<file path="src/include/serial_link_cfg.svh">
// Serial link configuration constants
// Lane and flit sizes, divider range and the APB register map
`ifndef SERIAL_LINK_CFG_SVH
`define SERIAL_LINK_CFG_SVH

// Physical lanes and flit framing
`define SL_NUM_LANES 4
`define SL_FLIT_WIDTH 32
`define SL_BEATS (`SL_FLIT_WIDTH / `SL_NUM_LANES)

// Half-period divider in clk_i cycles
`define SL_DIV_WIDTH 8
`define SL_MIN_DIV 4
`define SL_DEFAULT_DIV 8

// APB register map
`define SL_ADDR_WIDTH 8
`define SL_APB_DATA_WIDTH 32
`define SL_ADDR_CTRL 8'h00
`define SL_ADDR_CLK_DIV 8'h04
`define SL_ADDR_STATUS 8'h08

`endif

</file>
<file path="src/serial_link_pkg.sv">
// Shared types of the serial link
// Flits, lane beats, APB request/response, configuration and status
`default_nettype none
`include "serial_link_cfg.svh"

package serial_link_pkg;

  typedef logic [`SL_FLIT_WIDTH-1:0] flit_t;
  typedef logic [`SL_NUM_LANES-1:0] beat_t;
  typedef logic [`SL_DIV_WIDTH-1:0] div_t;

  typedef struct packed {
    logic                           psel;
    logic                           penable;
    logic                           pwrite;
    logic [`SL_ADDR_WIDTH-1:0]      paddr;
    logic [`SL_APB_DATA_WIDTH-1:0]  pwdata;
  } apb_req_t;

  typedef struct packed {
    logic                           pready;
    logic                           pslverr;
    logic [`SL_APB_DATA_WIDTH-1:0]  prdata;
  } apb_rsp_t;

  // Register fields seen by the link
  typedef struct packed {
    logic link_en;
    logic tx_isolate;
    logic rx_isolate;
    div_t clk_div;
  } link_cfg_t;

  // STATUS holds tx_busy at bit 8 and rx_count in bits 7:0
  typedef struct packed {
    logic       tx_busy;
    logic [7:0] rx_count;
  } link_status_t;

endpackage

`default_nettype wire

</file>
<file path="src/serial_link.sv">
// Serial link top level
// Registers, half-period timer, transmit FSM and receive deserializer
`timescale 1ns/1ps
`default_nettype none

module serial_link
  import serial_link_pkg::*;
(
  input  logic     clk_i,
  input  logic     reset_i,
  input  apb_req_t apb_req_i,
  input  flit_t    tx_flit_i,
  input  logic     tx_valid_i,
  input  logic     rx_ready_i,
  input  beat_t    ddr_i,
  input  logic     ddr_clk_i,
  output apb_rsp_t apb_rsp_o,
  output logic     tx_ready_o,
  output flit_t    rx_flit_o,
  output logic     rx_valid_o,
  output beat_t    ddr_o,
  output logic     ddr_clk_o
);

  link_cfg_t cfg;
  flit_t     tx_flit;
  logic      tx_valid;
  logic      tx_ready;
  logic      run;
  logic      tick;
  logic      tx_busy;
  flit_t     deser_flit;
  logic      deser_valid;
  logic      rx_accept;

  serial_link_regs u_regs (
    .clk_i       (clk_i),
    .reset_i     (reset_i),
    .apb_req_i   (apb_req_i),
    .tx_busy_i   (tx_busy),
    .rx_accept_i (rx_accept),
    .apb_rsp_o   (apb_rsp_o),
    .cfg_o       (cfg)
  );

  ////////////////////////////////////////////////////////////////////////////
  // Transmit path
  ////////////////////////////////////////////////////////////////////////////

  serial_link_stream_reg u_tx_reg (
    .clk_i       (clk_i),
    .reset_i     (reset_i),
    .isolate_i   (cfg.tx_isolate),
    .in_flit_i   (tx_flit_i),
    .in_valid_i  (tx_valid_i),
    .out_ready_i (tx_ready),
    .in_ready_o  (tx_ready_o),
    .out_flit_o  (tx_flit),
    .out_valid_o (tx_valid),
    .accept_o    ()
  );

  serial_link_clk_div u_clk_div (
    .clk_i     (clk_i),
    .reset_i   (reset_i),
    .run_i     (run),
    .clk_div_i (cfg.clk_div),
    .tick_o    (tick)
  );

  serial_link_tx_fsm u_tx_fsm (
    .clk_i        (clk_i),
    .reset_i      (reset_i),
    .cfg_i        (cfg),
    .flit_i       (tx_flit),
    .flit_valid_i (tx_valid),
    .tick_i       (tick),
    .flit_ready_o (tx_ready),
    .run_o        (run),
    .busy_o       (tx_busy),
    .ddr_o        (ddr_o),
    .ddr_clk_o    (ddr_clk_o)
  );

  ////////////////////////////////////////////////////////////////////////////
  // Receive path
  ////////////////////////////////////////////////////////////////////////////

  serial_link_rx_deser u_rx_deser (
    .clk_i        (clk_i),
    .reset_i      (reset_i),
    .cfg_i        (cfg),
    .ddr_i        (ddr_i),
    .ddr_clk_i    (ddr_clk_i),
    .flit_o       (deser_flit),
    .flit_valid_o (deser_valid)
  );

  // With no flow control back to the sender a refused flit is lost
  serial_link_stream_reg u_rx_reg (
    .clk_i       (clk_i),
    .reset_i     (reset_i),
    .isolate_i   (cfg.rx_isolate),
    .in_flit_i   (deser_flit),
    .in_valid_i  (deser_valid),
    .out_ready_i (rx_ready_i),
    .in_ready_o  (),
    .out_flit_o  (rx_flit_o),
    .out_valid_o (rx_valid_o),
    .accept_o    (rx_accept)
  );

endmodule

`default_nettype wire

</file>
<file path="src/serial_link_clk_div.sv">
// Half-period timer for the forwarded clock
// Pulses tick once every clk_div cycles while run is high
`timescale 1ns/1ps
`default_nettype none

module serial_link_clk_div
  import serial_link_pkg::*;
(
  input  logic clk_i,
  input  logic reset_i,
  input  logic run_i,
  input  div_t clk_div_i,
  output logic tick_o
);

  div_t count_q;
  div_t last_count;

  assign last_count = clk_div_i - 1'b1;

  // Tick on the final count of each half period
  assign tick_o = run_i && (count_q == last_count);

  always_ff @(posedge clk_i) begin
    if (reset_i || !run_i) begin
      // Start every run from a fresh half period
      count_q <= '0;
    end else if (count_q == last_count) begin
      count_q <= '0;
    end else begin
      count_q <= count_q + 1'b1;
    end
  end

endmodule

`default_nettype wire

</file>
<file path="src/serial_link_regs.sv">
// Serial link register block
// APB slave holding CTRL and CLK_DIV and reporting tx busy and received flits in STATUS
`timescale 1ns/1ps
`default_nettype none
`include "serial_link_cfg.svh"

module serial_link_regs
  import serial_link_pkg::*;
(
  input  logic      clk_i,
  input  logic      reset_i,
  input  apb_req_t  apb_req_i,
  input  logic      tx_busy_i,
  input  logic      rx_accept_i,
  output apb_rsp_t  apb_rsp_o,
  output link_cfg_t cfg_o
);

  link_cfg_t    cfg_q;
  logic [7:0]   rx_count_q;
  link_status_t status;
  logic         access;
  logic         write;
  logic         hit_ctrl;
  logic         hit_div;
  logic         hit_status;
  div_t         div_wdata;

  ////////////////////////////////////////////////////////////////////////////
  // Address decode
  ////////////////////////////////////////////////////////////////////////////

  assign access     = apb_req_i.psel && apb_req_i.penable;
  assign write      = access && apb_req_i.pwrite;
  assign hit_ctrl   = apb_req_i.paddr == `SL_ADDR_CTRL;
  assign hit_div    = apb_req_i.paddr == `SL_ADDR_CLK_DIV;
  assign hit_status = apb_req_i.paddr == `SL_ADDR_STATUS;

  // Keep the half period long enough for the receive synchronizer
  assign div_wdata = (apb_req_i.pwdata[`SL_DIV_WIDTH-1:0] < div_t'(`SL_MIN_DIV)) ?
                     div_t'(`SL_MIN_DIV) : apb_req_i.pwdata[`SL_DIV_WIDTH-1:0];

  always_ff @(posedge clk_i) begin
    if (reset_i) begin
      cfg_q <= '{link_en: 1'b0, tx_isolate: 1'b0, rx_isolate: 1'b0,
                 clk_div: div_t'(`SL_DEFAULT_DIV)};
    end else if (write && hit_ctrl) begin
      cfg_q.link_en    <= apb_req_i.pwdata[0];
      cfg_q.tx_isolate <= apb_req_i.pwdata[1];
      cfg_q.rx_isolate <= apb_req_i.pwdata[2];
    end else if (write && hit_div) begin
      cfg_q.clk_div <= div_wdata;
    end
  end

  // Count of received flits wraps at 256
  always_ff @(posedge clk_i) begin
    if (reset_i) begin
      rx_count_q <= '0;
    end else if (rx_accept_i) begin
      rx_count_q <= rx_count_q + 8'd1;
    end
  end

  assign status = '{tx_busy: tx_busy_i, rx_count: rx_count_q};

  ////////////////////////////////////////////////////////////////////////////
  // Read path without wait states
  ////////////////////////////////////////////////////////////////////////////

  always_comb begin
    apb_rsp_o         = '0;
    apb_rsp_o.pready  = 1'b1;
    apb_rsp_o.pslverr = access && !(hit_ctrl || hit_div || hit_status);
    if (access && !apb_req_i.pwrite) begin
      if (hit_ctrl) begin
        apb_rsp_o.prdata = 32'({cfg_q.rx_isolate, cfg_q.tx_isolate, cfg_q.link_en});
      end else if (hit_div) begin
        apb_rsp_o.prdata = 32'(cfg_q.clk_div);
      end else if (hit_status) begin
        apb_rsp_o.prdata = 32'(status);
      end
    end
  end

  assign cfg_o = cfg_q;

endmodule

`default_nettype wire

</file>
<file path="src/serial_link_rx_deser.sv">
// Receive deserializer of the serial link
// Synchronizes the forwarded clock and lanes, then rebuilds flits beat by beat
`timescale 1ns/1ps
`default_nettype none
`include "serial_link_cfg.svh"

module serial_link_rx_deser
  import serial_link_pkg::*;
(
  input  logic      clk_i,
  input  logic      reset_i,
  input  link_cfg_t cfg_i,
  input  beat_t     ddr_i,
  input  logic      ddr_clk_i,
  output flit_t     flit_o,
  output logic      flit_valid_o
);

  localparam int unsigned BeatIdxW = $clog2(`SL_BEATS);

  // Clock and lanes stay aligned through the synchronizer
  typedef struct packed {
    logic  clk;
    beat_t beat;
  } ddr_sample_t;

  ddr_sample_t         sync_q1;
  ddr_sample_t         sync_q2;
  ddr_sample_t         prev_q;
  logic [BeatIdxW-1:0] beat_idx_q;
  logic                valid_q;
  logic                edge_det;
  flit_t               flit_q;

  assign edge_det = cfg_i.link_en && (sync_q2.clk != prev_q.clk);

  always_ff @(posedge clk_i) begin
    if (reset_i) begin
      sync_q1    <= '0;
      sync_q2    <= '0;
      prev_q     <= '0;
      beat_idx_q <= '0;
      valid_q    <= 1'b0;
    end else begin
      sync_q1    <= '{clk: ddr_clk_i, beat: ddr_i};
      sync_q2    <= sync_q1;
      prev_q     <= sync_q2;
      valid_q    <= 1'b0;
      if (!cfg_i.link_en) begin
        beat_idx_q <= '0;
      end else if (edge_det) begin
        // Index wraps to zero after the last beat
        beat_idx_q <= beat_idx_q + 1'b1;
        valid_q    <= beat_idx_q == BeatIdxW'(`SL_BEATS - 1);
      end
    end
  end

  // The sender changes data with the edge, so take the beat from before it
  always_ff @(posedge clk_i) begin
    if (edge_det) begin
      flit_q[beat_idx_q*`SL_NUM_LANES +: `SL_NUM_LANES] <= prev_q.beat;
    end
  end

  assign flit_o       = flit_q;
  assign flit_valid_o = valid_q;

endmodule

`default_nettype wire

</file>
<file path="src/serial_link_stream_reg.sv">
// One-entry valid/ready register for flits
// Refuses input while isolated and flags every accepted flit
`timescale 1ns/1ps
`default_nettype none

module serial_link_stream_reg
  import serial_link_pkg::*;
(
  input  logic  clk_i,
  input  logic  reset_i,
  input  logic  isolate_i,
  input  flit_t in_flit_i,
  input  logic  in_valid_i,
  input  logic  out_ready_i,
  output logic  in_ready_o,
  output flit_t out_flit_o,
  output logic  out_valid_o,
  output logic  accept_o
);

  logic  full_q;
  flit_t data_q;

  // Accept when empty or when the held flit leaves this cycle
  assign in_ready_o  = !isolate_i && (!full_q || out_ready_i);
  assign accept_o    = in_valid_i && in_ready_o;
  assign out_valid_o = full_q;
  assign out_flit_o  = data_q;

  always_ff @(posedge clk_i) begin
    if (reset_i) begin
      full_q <= 1'b0;
    end else if (accept_o) begin
      full_q <= 1'b1;
    end else if (out_ready_i) begin
      full_q <= 1'b0;
    end
  end

  always_ff @(posedge clk_i) begin
    if (accept_o) begin
      data_q <= in_flit_i;
    end
  end

endmodule

`default_nettype wire

</file>
<file path="src/serial_link_tx_fsm.sv">
// Transmit FSM of the serial link
// Loads a flit, drives its beats on the lanes and toggles the forwarded clock
`timescale 1ns/1ps
`default_nettype none
`include "serial_link_cfg.svh"

module serial_link_tx_fsm
  import serial_link_pkg::*;
(
  input  logic      clk_i,
  input  logic      reset_i,
  input  link_cfg_t cfg_i,
  input  flit_t     flit_i,
  input  logic      flit_valid_i,
  input  logic      tick_i,
  output logic      flit_ready_o,
  output logic      run_o,
  output logic      busy_o,
  output beat_t     ddr_o,
  output logic      ddr_clk_o
);

  localparam int unsigned BeatIdxW = $clog2(`SL_BEATS);

  typedef enum logic {
    StIdle,
    StShift
  } state_e;

  state_e              state_q;
  logic [BeatIdxW-1:0] beat_idx_q;
  logic                clk_q;
  flit_t               shift_q;
  logic                load;
  logic                last_beat;

  assign flit_ready_o = (state_q == StIdle) && cfg_i.link_en && !cfg_i.tx_isolate;
  assign load         = flit_valid_i && flit_ready_o;
  assign run_o        = state_q == StShift;
  assign busy_o       = run_o || load;
  assign last_beat    = beat_idx_q == BeatIdxW'(`SL_BEATS - 1);

  // Lowest beat goes out first and lanes idle low
  assign ddr_o     = run_o ? beat_t'(shift_q[`SL_NUM_LANES-1:0]) : '0;
  assign ddr_clk_o = clk_q;

  always_ff @(posedge clk_i) begin
    if (reset_i) begin
      state_q    <= StIdle;
      beat_idx_q <= '0;
      clk_q      <= 1'b0;
    end else begin
      case (state_q)
        StIdle: begin
          if (load) begin
            state_q    <= StShift;
            beat_idx_q <= '0;
          end
        end
        StShift: begin
          if (tick_i) begin
            clk_q <= !clk_q;
            // Eighth edge brings the clock back low
            if (last_beat) begin
              state_q    <= StIdle;
              beat_idx_q <= '0;
            end else begin
              beat_idx_q <= beat_idx_q + 1'b1;
            end
          end
        end
        default: state_q <= StIdle;
      endcase
    end
  end

  // Data moves to the next beat together with the clock edge
  always_ff @(posedge clk_i) begin
    if (load) begin
      shift_q <= flit_i;
    end else if (run_o && tick_i && !last_beat) begin
      shift_q <= shift_q >> `SL_NUM_LANES;
    end
  end

endmodule

`default_nettype wire
</file>
<file path="config.mk">
export PLATFORM = sky130hd
export DESIGN_NAME = serial_link
export DESIGN_NICKNAME = d
export VERILOG_FILES = /design/src/serial_link_pkg.sv /design/src/serial_link.sv /design/src/serial_link_clk_div.sv /design/src/serial_link_regs.sv /design/src/serial_link_rx_deser.sv /design/src/serial_link_stream_reg.sv /design/src/serial_link_tx_fsm.sv
export VERILOG_INCLUDE_DIRS = /design/src /design/src/include
export SDC_FILE = /design/constraint.sdc
export NUM_CORES = 1
export LEC_CHECK = 0
export BUFFER_PORTS_ARGS = -buffer_cell sky130_fd_sc_hd__buf_2
export CAP_MARGIN = 20
export CELL_PAD_IN_SITES_DETAIL_PLACEMENT = 0
export CELL_PAD_IN_SITES_GLOBAL_PLACEMENT = 2
export CORE_UTILIZATION = 33
export CTS_CLUSTER_SIZE = 24
export DETAILED_ROUTE_END_ITERATION = 8
export PLACE_DENSITY = 0.85
export SLEW_MARGIN = 10
export SYNTH_ARGS = -nofsm -noshare
export SYNTH_HDL_FRONTEND = slang
export SYNTH_SLANG_ARGS = --single-unit
</file>
<file path="constraint.sdc">
create_clock -name clk_i -period 5.3 [get_ports clk_i]
set_input_delay 1.06 -clock clk_i [delete_from_list [all_inputs] [get_ports clk_i]]
set_output_delay 1.06 -clock clk_i [all_outputs]
set_load 0.05 [all_outputs]
</file>
==> results of run 1 <==
## worst reg2reg max path: stages, from the launching register on
cell and delay (ns):
dfxtp_1 0.50, inv_1 0.10, ha_1 0.21, ha_1 0.45
nand2b_1 0.20, nor4_1 0.54, nor3b_1 0.64
## synth_stat cells (all sizes together), types with 2 or more instances
library cell / instances
and3: 4
dfxtp: 53
o21ai: 4
edfxtp: 128
or3: 6
a31oi: 2
nand2b: 7
and4: 2
mux2: 29
a22oi: 5
a211o: 2
nor3b: 7
clkbuf: 15
nand3b: 2
nand4: 3
nand3: 8
buf: 27
xnor2: 10
ha: 9
and2: 42
nor2b: 21
nand2: 27
mux2i: 10
a21oi: 16
nor4: 4
nor3: 10
nor4b: 2
xor2: 13
nor2: 51
conb: 2
inv: 9
## layer usage
metal  wire (um)  vias to the layer above  GRT usage (%)
met5           0                        -              0
met4         189                        0           5.45
met3         569                       22           3.12
met2        6280                      101           20.0
met1        5030                     1932           12.3
li1            -                     2055              -
## where the power goes
| group | total, uW | leakage, uW | internal, uW | switching, uW |
|---|---|---|---|---|
| clock network | 1260 | 0.000296 | 680 | 585 |
| logic | 92.1 | 0.00125 | 24.3 | 67.9 |
| registers | 1530 | 0.00151 | 1520 | 5.95 |
## cell type report
class	instances	area [um2]
fillers	1961	12700
flip-flops and latches	181	4900
multi-input cells	324	2170
repair buffers	111	563
clock buffers	17	425
well taps	275	344
clock inverters	15	186
inverters	9	33.8
## worst max-delay path by stage
stage                  start      endpoint  slack [ns]
2_1_floorplan  apb_req_i[39]  apb_rsp_o[8]        1.12
3_3_place_gp   apb_req_i[39]  apb_rsp_o[8]        1.71
3_5_place_dp   apb_req_i[39]  apb_rsp_o[8]        1.69
4_1_cts        apb_req_i[39]  apb_rsp_o[8]        1.68
5_1_grt        apb_req_i[39]  apb_rsp_o[8]        1.59
6_report       apb_req_i[39]  apb_rsp_o[8]        1.69
## state kept, by name (all words and copies together), names as in the netlist, 5 cells and up
signal	cells
u_regs.cfg_o	11
u_rx_deser.sync_q2	5
u_clk_div.count_q	8
u_regs.rx_count_q	8
u_rx_deser.sync_q1	5
u_rx_deser.prev_q	5
u_rx_reg.out_flit_o	32
u_tx_reg.out_flit_o	32
u_rx_deser.flit_o	32
u_tx_fsm.shift_q	32
## through the flow
| step | cell area [um2] | worst slack (ns) | power (uW) |
|---|---|---|---|
| 6_report | 8630 | 1.69 | 2880 |
| 5_1_grt | 8630 | 1.59 | 2980 |
| 4_1_cts | 8630 | 1.68 | 2920 |
| 3_5_place_dp | 8010 | 1.69 | 1650 |
| 3_3_place_gp | 8010 | 1.71 | 1650 |
| 2_1_floorplan | 7330 | 1.12 | 1630 |
## kinds of logic (layout without fill, tap and decap cells)
family | count (synthesis) | in the layout | synth area share (%)
DFF | 181 | 181 | 67.7
AOI/OAI and AO/OA | 31 | 31 | 2.82
buffers and inverters | 51 | 152 | 3.94
other | 2 | 24 | 0.104
and+or+nand+nor | 198 | 198 | 15.1
adders and majority gates | 9 | 9 | 1.55
xor gates and xnor gates | 23 | 23 | 2.78
muxes | 39 | 39 | 5.94
==> key figures, run 1 <==
Final layout
  – Commonest non-fill, non-tap cell in the layout: edfxtp_1
  – Fin util: 40.5%
  – Share of cells above drive strength 1: 28.2%
  – Antenna diode count: 0
  – Most frequent cells in the layout: edfxtp_1, buf_2, dfxtp_1
  – Final instance count without filler cells: 932
  – Layout area overhead: 19.1%
  – Post-layout net count: 737

STA
  – Rel. slew slack: 38.5%
  – Tcrit/Tclk final: 68.1%
  – Final Hold Slack: 0.415 ns
  – Least-Margin Pin Slew: 0.920 ns
  – Final setup viols: 0
  – Final hold viol count: 0
  – Final setup TNS: 0 ns
  – Clock skew: 0.0114 ns
  – RSZ-0062 raised after global routing: no
  – Minimum clock period: 3.61 ns
  – Final-report max-slew violation count: 0
  – Max Fclk: 277 MHz

Placed design
  – GP Congestion: 0.744
  – Placed insts: 900
  – Port buffer count: 108
  – Post-DP HPWL: 8670 um

Yosys
  – Synth top area share: 53.1%
  – Yosys top cell by area: edfxtp_1
  – FFs w/ async S/R, synth: 0%
  – Area contributors post-synth: edfxtp_1, dfxtp_1, mux2_2
  – Cells after Synth: 534
  – Synthesized area: 7240 um2
  – YS warnings: 0
  – Syn_area_per_cell: 13.6 um2
  – Synth cell types: 44
  – #FFs+latches synth: 181
  – EDFF count, synth: 128
  – Post-synth top flop: edfxtp_1
  – Seq/Total Area, Yosys: 67.7%

Setup path
  – CP max stage cell: or3_1
  – CP max FO: 9
  – Reg2reg setup slack: 2.31 ns
  – Buf/Inv on CP: 2
  – Crit path cell chain: buf_2 -> nor4_1 -> nand2_1 -> or3_1 -> nor3b_1 -> buf_2
  – Reg-to-Reg Start: u_rx_deser.beat_idx_q[0]
  – CP endpoint kind: output port
  – Slowest Stage Delay on Critical Path: 0.49 ns
  – Worst reg2reg path endpoint: u_rx_deser.flit_o[19]
  – Reg2Reg Depth: 6
  – Cell family with most CP delay: simple AND/OR/NAND/NOR gates
  – CP Data Arrival Time: 2.55 ns
  – WP depth: 6
  – Crit Path Category: primary input to output port
  – Top cell by count, worst path: buf_2
  – Critical Path RT: 4.24 ns
  – Startpoint types: primary input

Drt
  – Remaining DRCs: 0
  – Vias: 4110
  – Starting DRT DRC Count: 213
  – Drt via density: 4.41
  – Drt wl/cell: 12.9 um
  – Final wirelength: 12100 um
  – Routed Antenna Nets: 0
  – Router iterations before antenna repair: 4

Die
  – Die height: 150 um
  – I/O pins: 157
  – Die W: 150 um
  – Die area: 22500 um2
  – Starting Density: 34.0%
  – Row Count: 53
  – Core area: 21300 um2

Clock network
  – Root Buffer: clkbuf_16
  – # hold bufs at CTS: 0
  – CTS tree: built
  – Max Root-Sink Buffers: 2
  – Setup bufs post-CTS: 0
  – Clock sink total: 181
  – Later-pin clock latency in the skew report: 0.43 ns
  – Clk slew on worst S/H paths: 0.07 ns
  – CTS H-tree depth: 4
  – CTS Buf Count: 17
  – CTS resizes: 0

Global route
  – Largest net degree at the start of global routing: 47
  – Vias in the first global route: 4025
  – All-Layer GR Usage: 11.2%
  – Initial antenna violation count: 0
  – First-pass GRT wire length: 19300 um
  – Total grt overflow: 0

Power and ir drop
  – Leakage power: 0.00306 uW
  – Peak supply drop: 0.000205 V
  – Pwr Density: 334 nW/um2

Min path
  – Worst Hold Launch: u_rx_deser.flit_o[14]
  – Hold path cells: 0
  – Worst Hold Class: register to register
  – Hold Path Sink: u_rx_reg.out_flit_o[14]

Run
  – Maxcap violations: 0

Status
  – Status: finished, final reports clean
No activity file was read; power rests on OpenSTA's default activity.
==> run 2, diff against run 1 <==
--- a/config.mk
+++ b/config.mk
@@ -6,14 +6,15 @@
 export SDC_FILE = /design/constraint.sdc
 export NUM_CORES = 1
 export LEC_CHECK = 0
+export ABC_AREA = 1
 export BUFFER_PORTS_ARGS = -buffer_cell sky130_fd_sc_hd__buf_2
 export CAP_MARGIN = 20
 export CELL_PAD_IN_SITES_DETAIL_PLACEMENT = 0
 export CELL_PAD_IN_SITES_GLOBAL_PLACEMENT = 2
-export CORE_UTILIZATION = 33
+export CORE_UTILIZATION = 34
 export CTS_CLUSTER_SIZE = 24
 export DETAILED_ROUTE_END_ITERATION = 8
-export PLACE_DENSITY = 0.85
+export PLACE_DENSITY = 0.88
 export SLEW_MARGIN = 10
 export SYNTH_ARGS = -nofsm -noshare
 export SYNTH_HDL_FRONTEND = slang
==> constraint.sdc (replaced) <==
create_clock -name clk_i -period 3.45 [get_ports clk_i]
set_input_delay 0.69 -clock clk_i [delete_from_list [all_inputs] [get_ports clk_i]]
set_output_delay 0.69 -clock clk_i [all_outputs]
set_load 0.05 [all_outputs]
==> run 2 against run 1 <==
Net effect: critical path depth up 3; register-to-register slack lost 1.6 ns; via count grew 17%; first-iteration DRC count grew 24%; count of clock-buffer cells in the layout increased by 2; final area is 2.4% higher; flip-flop and latch count is the same; synthesized cell count is 34% higher; critical endpoint is now apb_rsp_o[2]; largest cell class unchanged; highest routed layer unchanged.
==> key figures, run 2 <==
Clock network
  – Later-pin clock latency in the skew report: 0.42 ns
  – # hold bufs at CTS: 0
  – CTS resizes: 0
  – Clk slew on worst S/H paths: 0.07 ns
  – Clock sink total: 181
  – CTS H-tree depth: 4
  – CTS Buf Count: 17
  – CTS tree: built
  – Max Root-Sink Buffers: 2
  – Setup bufs post-CTS: 0
  – Root Buffer: clkbuf_16

STA
  – Max Fclk: 369 MHz
  – Least-Margin Pin Slew: 0.611 ns
  – Clock skew: 0.0106 ns
  – Tcrit/Tclk final: 78.5%
  – RSZ-0062 raised after global routing: no
  – Final hold viol count: 0
  – Final-report max-slew violation count: 0
  – Minimum clock period: 2.71 ns
  – Post-route setup slack: 0.743 ns
  – Final setup TNS: 0 ns
  – Final setup viols: 0
  – Rel. slew slack: 58.9%

Min path
  – Worst Hold Launch: u_rx_deser.sync_q2[1]
  – Worst Hold Class: register to register
  – Hold Path Sink: u_rx_deser.prev_q[1]
  – Hold path cells: 2

Drt
  – Drt via density: 4.29
  – Router iterations before antenna repair: 5
  – Remaining DRCs: 0
  – Drt wl/cell: 12.2 um
  – Starting DRT DRC Count: 265
  – Vias: 4792
  – Final wirelength: 13600 um
  – Routed Antenna Nets: 0

Placed design
  – Post-DP HPWL: 9490 um
  – Port buffer count: 108
  – GP Congestion: 0.786
  – Pre-CTS setup slack: 0.709 ns
  – Placed cell area: 8210 um2

Final layout
  – Antenna diode count: 0
  – Share of cells above drive strength 1: 19.6%
  – Most frequent cells in the layout: nand2_1, edfxtp_1, buf_2
  – Fillers: 2064
  – Layout area overhead: 18.9%
  – Commonest non-fill, non-tap cell in the layout: nand2_1
  – Fin util: 41.6%
  – Post-layout net count: 922
  – Design area: 8830 um2

Die
  – Die height: 150 um
  – Starting Density: 35.0%
  – Row Count: 53
  – I/O pins: 157
  – Die W: 150 um
  – Die area: 22500 um2
  – Core area: 21200 um2

Power and ir drop
  – Peak supply drop: 0.000316 V
  – Pwr Density: 515 nW/um2
  – Leakage power: 0.00351 uW

Global route
  – Largest net degree at the start of global routing: 41
  – Vias in the first global route: 4604
  – First-pass GRT wire length: 22400 um
  – Initial antenna violation count: 0
  – All-Layer GR Usage: 13.0%
  – Total grt overflow: 0

Setup path
  – Critical Path RT: 2.76 ns
  – Worst reg2reg path endpoint: u_rx_deser.flit_o[16]
  – Crit Path Category: primary input to output port
  – CP endpoint kind: output port
  – Reg2reg setup slack: 0.76 ns
  – CP max FO: 6
  – CP Data Arrival Time: 2.02 ns
  – Reg-to-Reg Start: u_rx_deser.beat_idx_q[0]
  – Reg2Reg Depth: 7
  – Startpoint types: primary input
  – Setup crit start: apb_req_i[33]

Yosys
  – Most instantiated cells after synthesis: nand2_1, edfxtp_1, inv_1
  – Syn_area_per_cell: 10.4 um2
  – EDFF count, synth: 128
  – YS warnings: 0
  – Synth cell types: 37
  – Seq/Total Area, Yosys: 66.0%
  – Yosys top cell by area: edfxtp_1
  – FFs w/ async S/R, synth: 0%
  – #FFs+latches synth: 181
  – Area contributors post-synth: edfxtp_1, dfxtp_1, nand2_1
  – Top-count cell post-synth: nand2_1
  – Synth top area share: 51.7%
  – Cells after Synth: 715
  – Post-synth top flop: edfxtp_1
  – Synthesized area: 7430 um2

Run
  – Maxcap violations: 0

Status
  – Status: finished, final reports clean
[run 2: worst max-delay path, cell delays in order]
cell	delay [ns]
buf_2	0.07
or2_4	0.13
inv_2	0.05
nand4_1	0.13
inv_1	0.11
nor2_1	0.14
inv_1	0.12
o31ai_1	0.26
buf_2	0.32
[run 2: area by class of cell]
class | instances | area, um2 | share of cell area [%]
Multi-Input combinational cell | 419 | 2000 | 22.7
Inverter | 94 | 354 | 4.01
Clock buffer | 19 | 433 | 4.90
Clock inverter | 13 | 193 | 2.18
Timing Repair Buffer | 116 | 601 | 6.80
Tap cell | 275 | 344 | 3.90
Sequential cell | 181 | 4900 | 55.5
[run 2: worst max-delay path by stage]
| stage | endpoint | slack, ns | cells past startpoint |
|---|---|---|---|
| after floorplan | apb_rsp_o[32] | 0.17 | 5 |
| after global placement | apb_rsp_o[2] | 0.69 | 9 |
| after detailed placement | apb_rsp_o[2] | 0.71 | 9 |
| after CTS | apb_rsp_o[2] | 0.71 | 9 |
| after global routing | u_rx_deser.flit_o[17] | 0.54 | 7 |
| final | apb_rsp_o[2] | 0.74 | 9 |
[run 2: cell families after synthesis]
| logic type | Yosys count | share of synthesized area, % |
|---|---|---|
| DFF | 181 | 66.0 |
| and+or+nand+nor | 323 | 18.9 |
| buffers and inverters | 137 | 8.52 |
| xor gates and xnor gates | 10 | 1.18 |
| adders and majority gates | 9 | 1.52 |
| AOI/OAI and AO/OA | 53 | 3.75 |
| other | 2 | 0.101 |
[run 2: metal layers]
| metal | vias up | wire length (um) | GRT usage, % |
|---|---|---|---|
| met5 | - | 0 | 0 |
| met1 | 2159 | 5920 | 15.3 |
| met3 | 10 | 588 | 3.90 |
| met4 | 0 | 126 | 4.14 |
| met2 | 106 | 6940 | 22.4 |
| li1 | 2517 | - | - |
[run 2: power by group]
group	total, uW	switching, uW	internal [uW]
combinational	152	115	37.2
sequential	2350	9.21	2340
clock	2040	820	1230
total	4550	944	3600
[run 2: through the flow]
step / hold WS (ns) / total power [uW] / cells
after floorplan: 0.388 / 2520 / 737
after global placement: 0.391 / 2550 / 1085
after detailed placement: 0.396 / 2550 / 1085
after CTS: 0.399 / 4610 / 1117
after global routing: 0.408 / 4710 / 1117
final: 0.396 / 4550 / 1117
==> run 3, diff against run 2 <==
--- a/config.mk
+++ b/config.mk
@@ -11,10 +11,10 @@
 export CAP_MARGIN = 20
 export CELL_PAD_IN_SITES_DETAIL_PLACEMENT = 0
 export CELL_PAD_IN_SITES_GLOBAL_PLACEMENT = 2
-export CORE_UTILIZATION = 34
+export CORE_UTILIZATION = 31
 export CTS_CLUSTER_SIZE = 24
 export DETAILED_ROUTE_END_ITERATION = 8
-export PLACE_DENSITY = 0.88
+export PLACE_DENSITY = 0.85
 export SLEW_MARGIN = 10
 export SYNTH_ARGS = -nofsm -noshare
 export SYNTH_HDL_FRONTEND = slang
==> constraint.sdc (replaced) <==
create_clock -name clk_i -period 2.3 [get_ports clk_i]
set_input_delay 0.46 -clock clk_i [delete_from_list [all_inputs] [get_ports clk_i]]
set_output_delay 0.46 -clock clk_i [all_outputs]
set_load 0.05 [all_outputs]
==> run 3 against run 2 <==
Net effect: global-route usage down 0.99 points; routed wire length up 0.57%; largest cell class unchanged; critical path depth down 2; cell count up 5.9%; non-clock buffer count up 22; clock power up 44%; register-to-register slack worse by 0.52 ns; critical endpoint unchanged; utilization down 2.8 points; count of clock-buffer cells in the layout down 1; via count up 0.88%; critical path type unchanged; worst hold slack worse by 0.19 ns.
==> key figures, run 3 (same netlist as run 2, synthesis figures left out) <==
Status
  – Status: finished, final reports clean

STA
  – Clock skew: 0.0147 ns
  – Final-report max-slew violation count: 0
  – RSZ-0062 raised after global routing: no
  – Final hold viol count: 0
  – Max Fclk: 454 MHz
  – Final setup TNS: 0 ns
  – Final setup viols: 0
  – Minimum clock period: 2.20 ns
  – Tcrit/Tclk final: 95.8%

Global route
  – Initial antenna violation count: 0
  – First-pass GRT wire length: 22200 um
  – All-Layer GR Usage: 12.0%
  – Vias in the first global route: 4552
  – Total grt overflow: 0
  – Largest net degree at the start of global routing: 41

Power and ir drop
  – Sw Ratio: 22.3%
  – Pwr Density: 737 nW/um2
  – Pint: 5210 uW
  – Clock share of power: 43.9%
  – Leakage power: 0.00361 uW
  – Peak supply drop: 0.000449 V
  – Reg power frac: 52.5%
  – Combinational fraction of design power: 3.6%
  – Sw power: 1500 uW
  – Tot Pwr: 6710 uW

Placed design
  – Port buffer count: 108
  – GP Congestion: 0.817
  – Placed insts: 1151
  – Placed cell area: 8500 um2
  – Post-DP HPWL: 9610 um

Drt
  – Remaining DRCs: 0
  – Router iterations before antenna repair: 4
  – Final wirelength: 13700 um
  – Routed Antenna Nets: 0
  – Starting DRT DRC Count: 220
  – Vias: 4834
  – Drt wl/cell: 11.5 um
  – Drt via density: 4.09

Setup path
  – Crit Path Category: primary input to output port
  – CP Data Arrival Time: 1.74 ns
  – Startpoint types: primary input
  – CP max stage cell: o31ai_2
  – CP max FO: 3
  – Top cell by count, worst path: buf_4
  – Critical Path RT: 1.84 ns
  – Buf/Inv on CP: 4
  – CP endpoint kind: output port
  – Crit path cell chain: buf_2 -> or2_4 -> buf_4 -> nor3_4 -> inv_1 -> o31ai_2 -> buf_4
  – Cell family with most CP delay: buffers and inverters
  – Slowest Stage Delay on Critical Path: 0.29 ns

Die
  – Die height: 157 um
  – Core area: 23500 um2
  – I/O pins: 157
  – Starting Density: 31.7%
  – Die area: 24600 um2
  – Row Count: 56
  – Die W: 157 um

Clock network
  – Clock sink total: 181
  – Max Root-Sink Buffers: 2
  – CTS H-tree depth: 4
  – CTS resizes: 0
  – CTS Buf Count: 17
  – Clk slew on worst S/H paths: 0.07 ns
  – Root Buffer: clkbuf_16
  – Setup bufs post-CTS: 0
  – CTS tree: built
  – # hold bufs at CTS: 0
  – Later-pin clock latency in the skew report: 0.43 ns

Min path
  – Worst Hold Class: primary input to register

Final layout
  – Antenna diode count: 0
  – Layout area overhead: 22.5%
  – Design area: 9100 um2
  – Fillers: 2324
  – Most frequent cells in the layout: nand2_1, edfxtp_1, buf_2
  – Commonest non-fill, non-tap cell in the layout: nand2_1
  – Sequential cell area: 4910 um2
  – Post-layout net count: 944
  – Share of cells above drive strength 1: 23.5%
  – Multi-input gate area: 2060 um2
  – Final instance count without filler cells: 1183

Run
  – Maxcap violations: 0
==> run 3: layout make-up <==
type | instances | area share [%]
clock inverter | 14 | 1.86
clock buffer | 18 | 4.71
inverter | 94 | 3.89
tap | 319 | 4.38
sequential | 181 | 53.9
multi-input combinational | 419 | 22.7
timing repair buffer | 138 | 8.60
==> run 3: path summary, 6_finish.rpt <==
kind | from | to | slack [ns] | cells past startpoint
worst max-delay path | apb_req_i[33] | apb_rsp_o[2] | 0.1 | 7
worst min-delay path | tx_flit_i[0] | u_tx_reg.out_flit_o[0] | 0.20 | 1
worst max register to register | u_regs.cfg_o[0] | u_tx_fsm.shift_q[7] | 0.24 | 9
worst min register to register | u_rx_deser.sync_q1[4] | u_rx_deser.sync_q2[4] | 0.39 | 2
==> run 3: worst reg2reg max path: stages (launching register included) <==
cell     delay [ns]
dfxtp_2        0.38
inv_2          0.09
ha_4           0.25
xnor2_1        0.12
nor2_1         0.10
nand3_1        0.11
nor2_4         0.18
nand3_4        0.10
o21ai_4        0.20
buf_12         0.21
==> run 3: per-layer routing <==
layer,vias up,routed length [um],global-route usage (%)
li1,2556,-,-
met1,2169,6150,14.1
met2,92,6760,20.7
met3,17,529,3.07
met4,0,218,4.86
met5,-,0,0
==> run 3: per-stage QoR <==
step           util, %  hold WS, ns  worst slack, ns
2_1_floorplan        -        0.388           -0.109
3_3_place_gp      36.2        0.389           0.0472
3_5_place_dp      36.2        0.394           0.0389
4_1_cts           38.8        0.183           0.0438
5_1_grt           38.8        0.177          0.00402
6_report          38.8        0.203           0.0975
==> run 3: power groups by stage <==
stage          sequential, uW  clock [uW]  combinational [uW]
6_report                 3520        2940                 240
2_1_floorplan            3590           0                 189
5_1_grt                  3530        3160                 262
3_3_place_gp             3600           0                 242
4_1_cts                  3520        3030                 243
3_5_place_dp             3600           0                 242
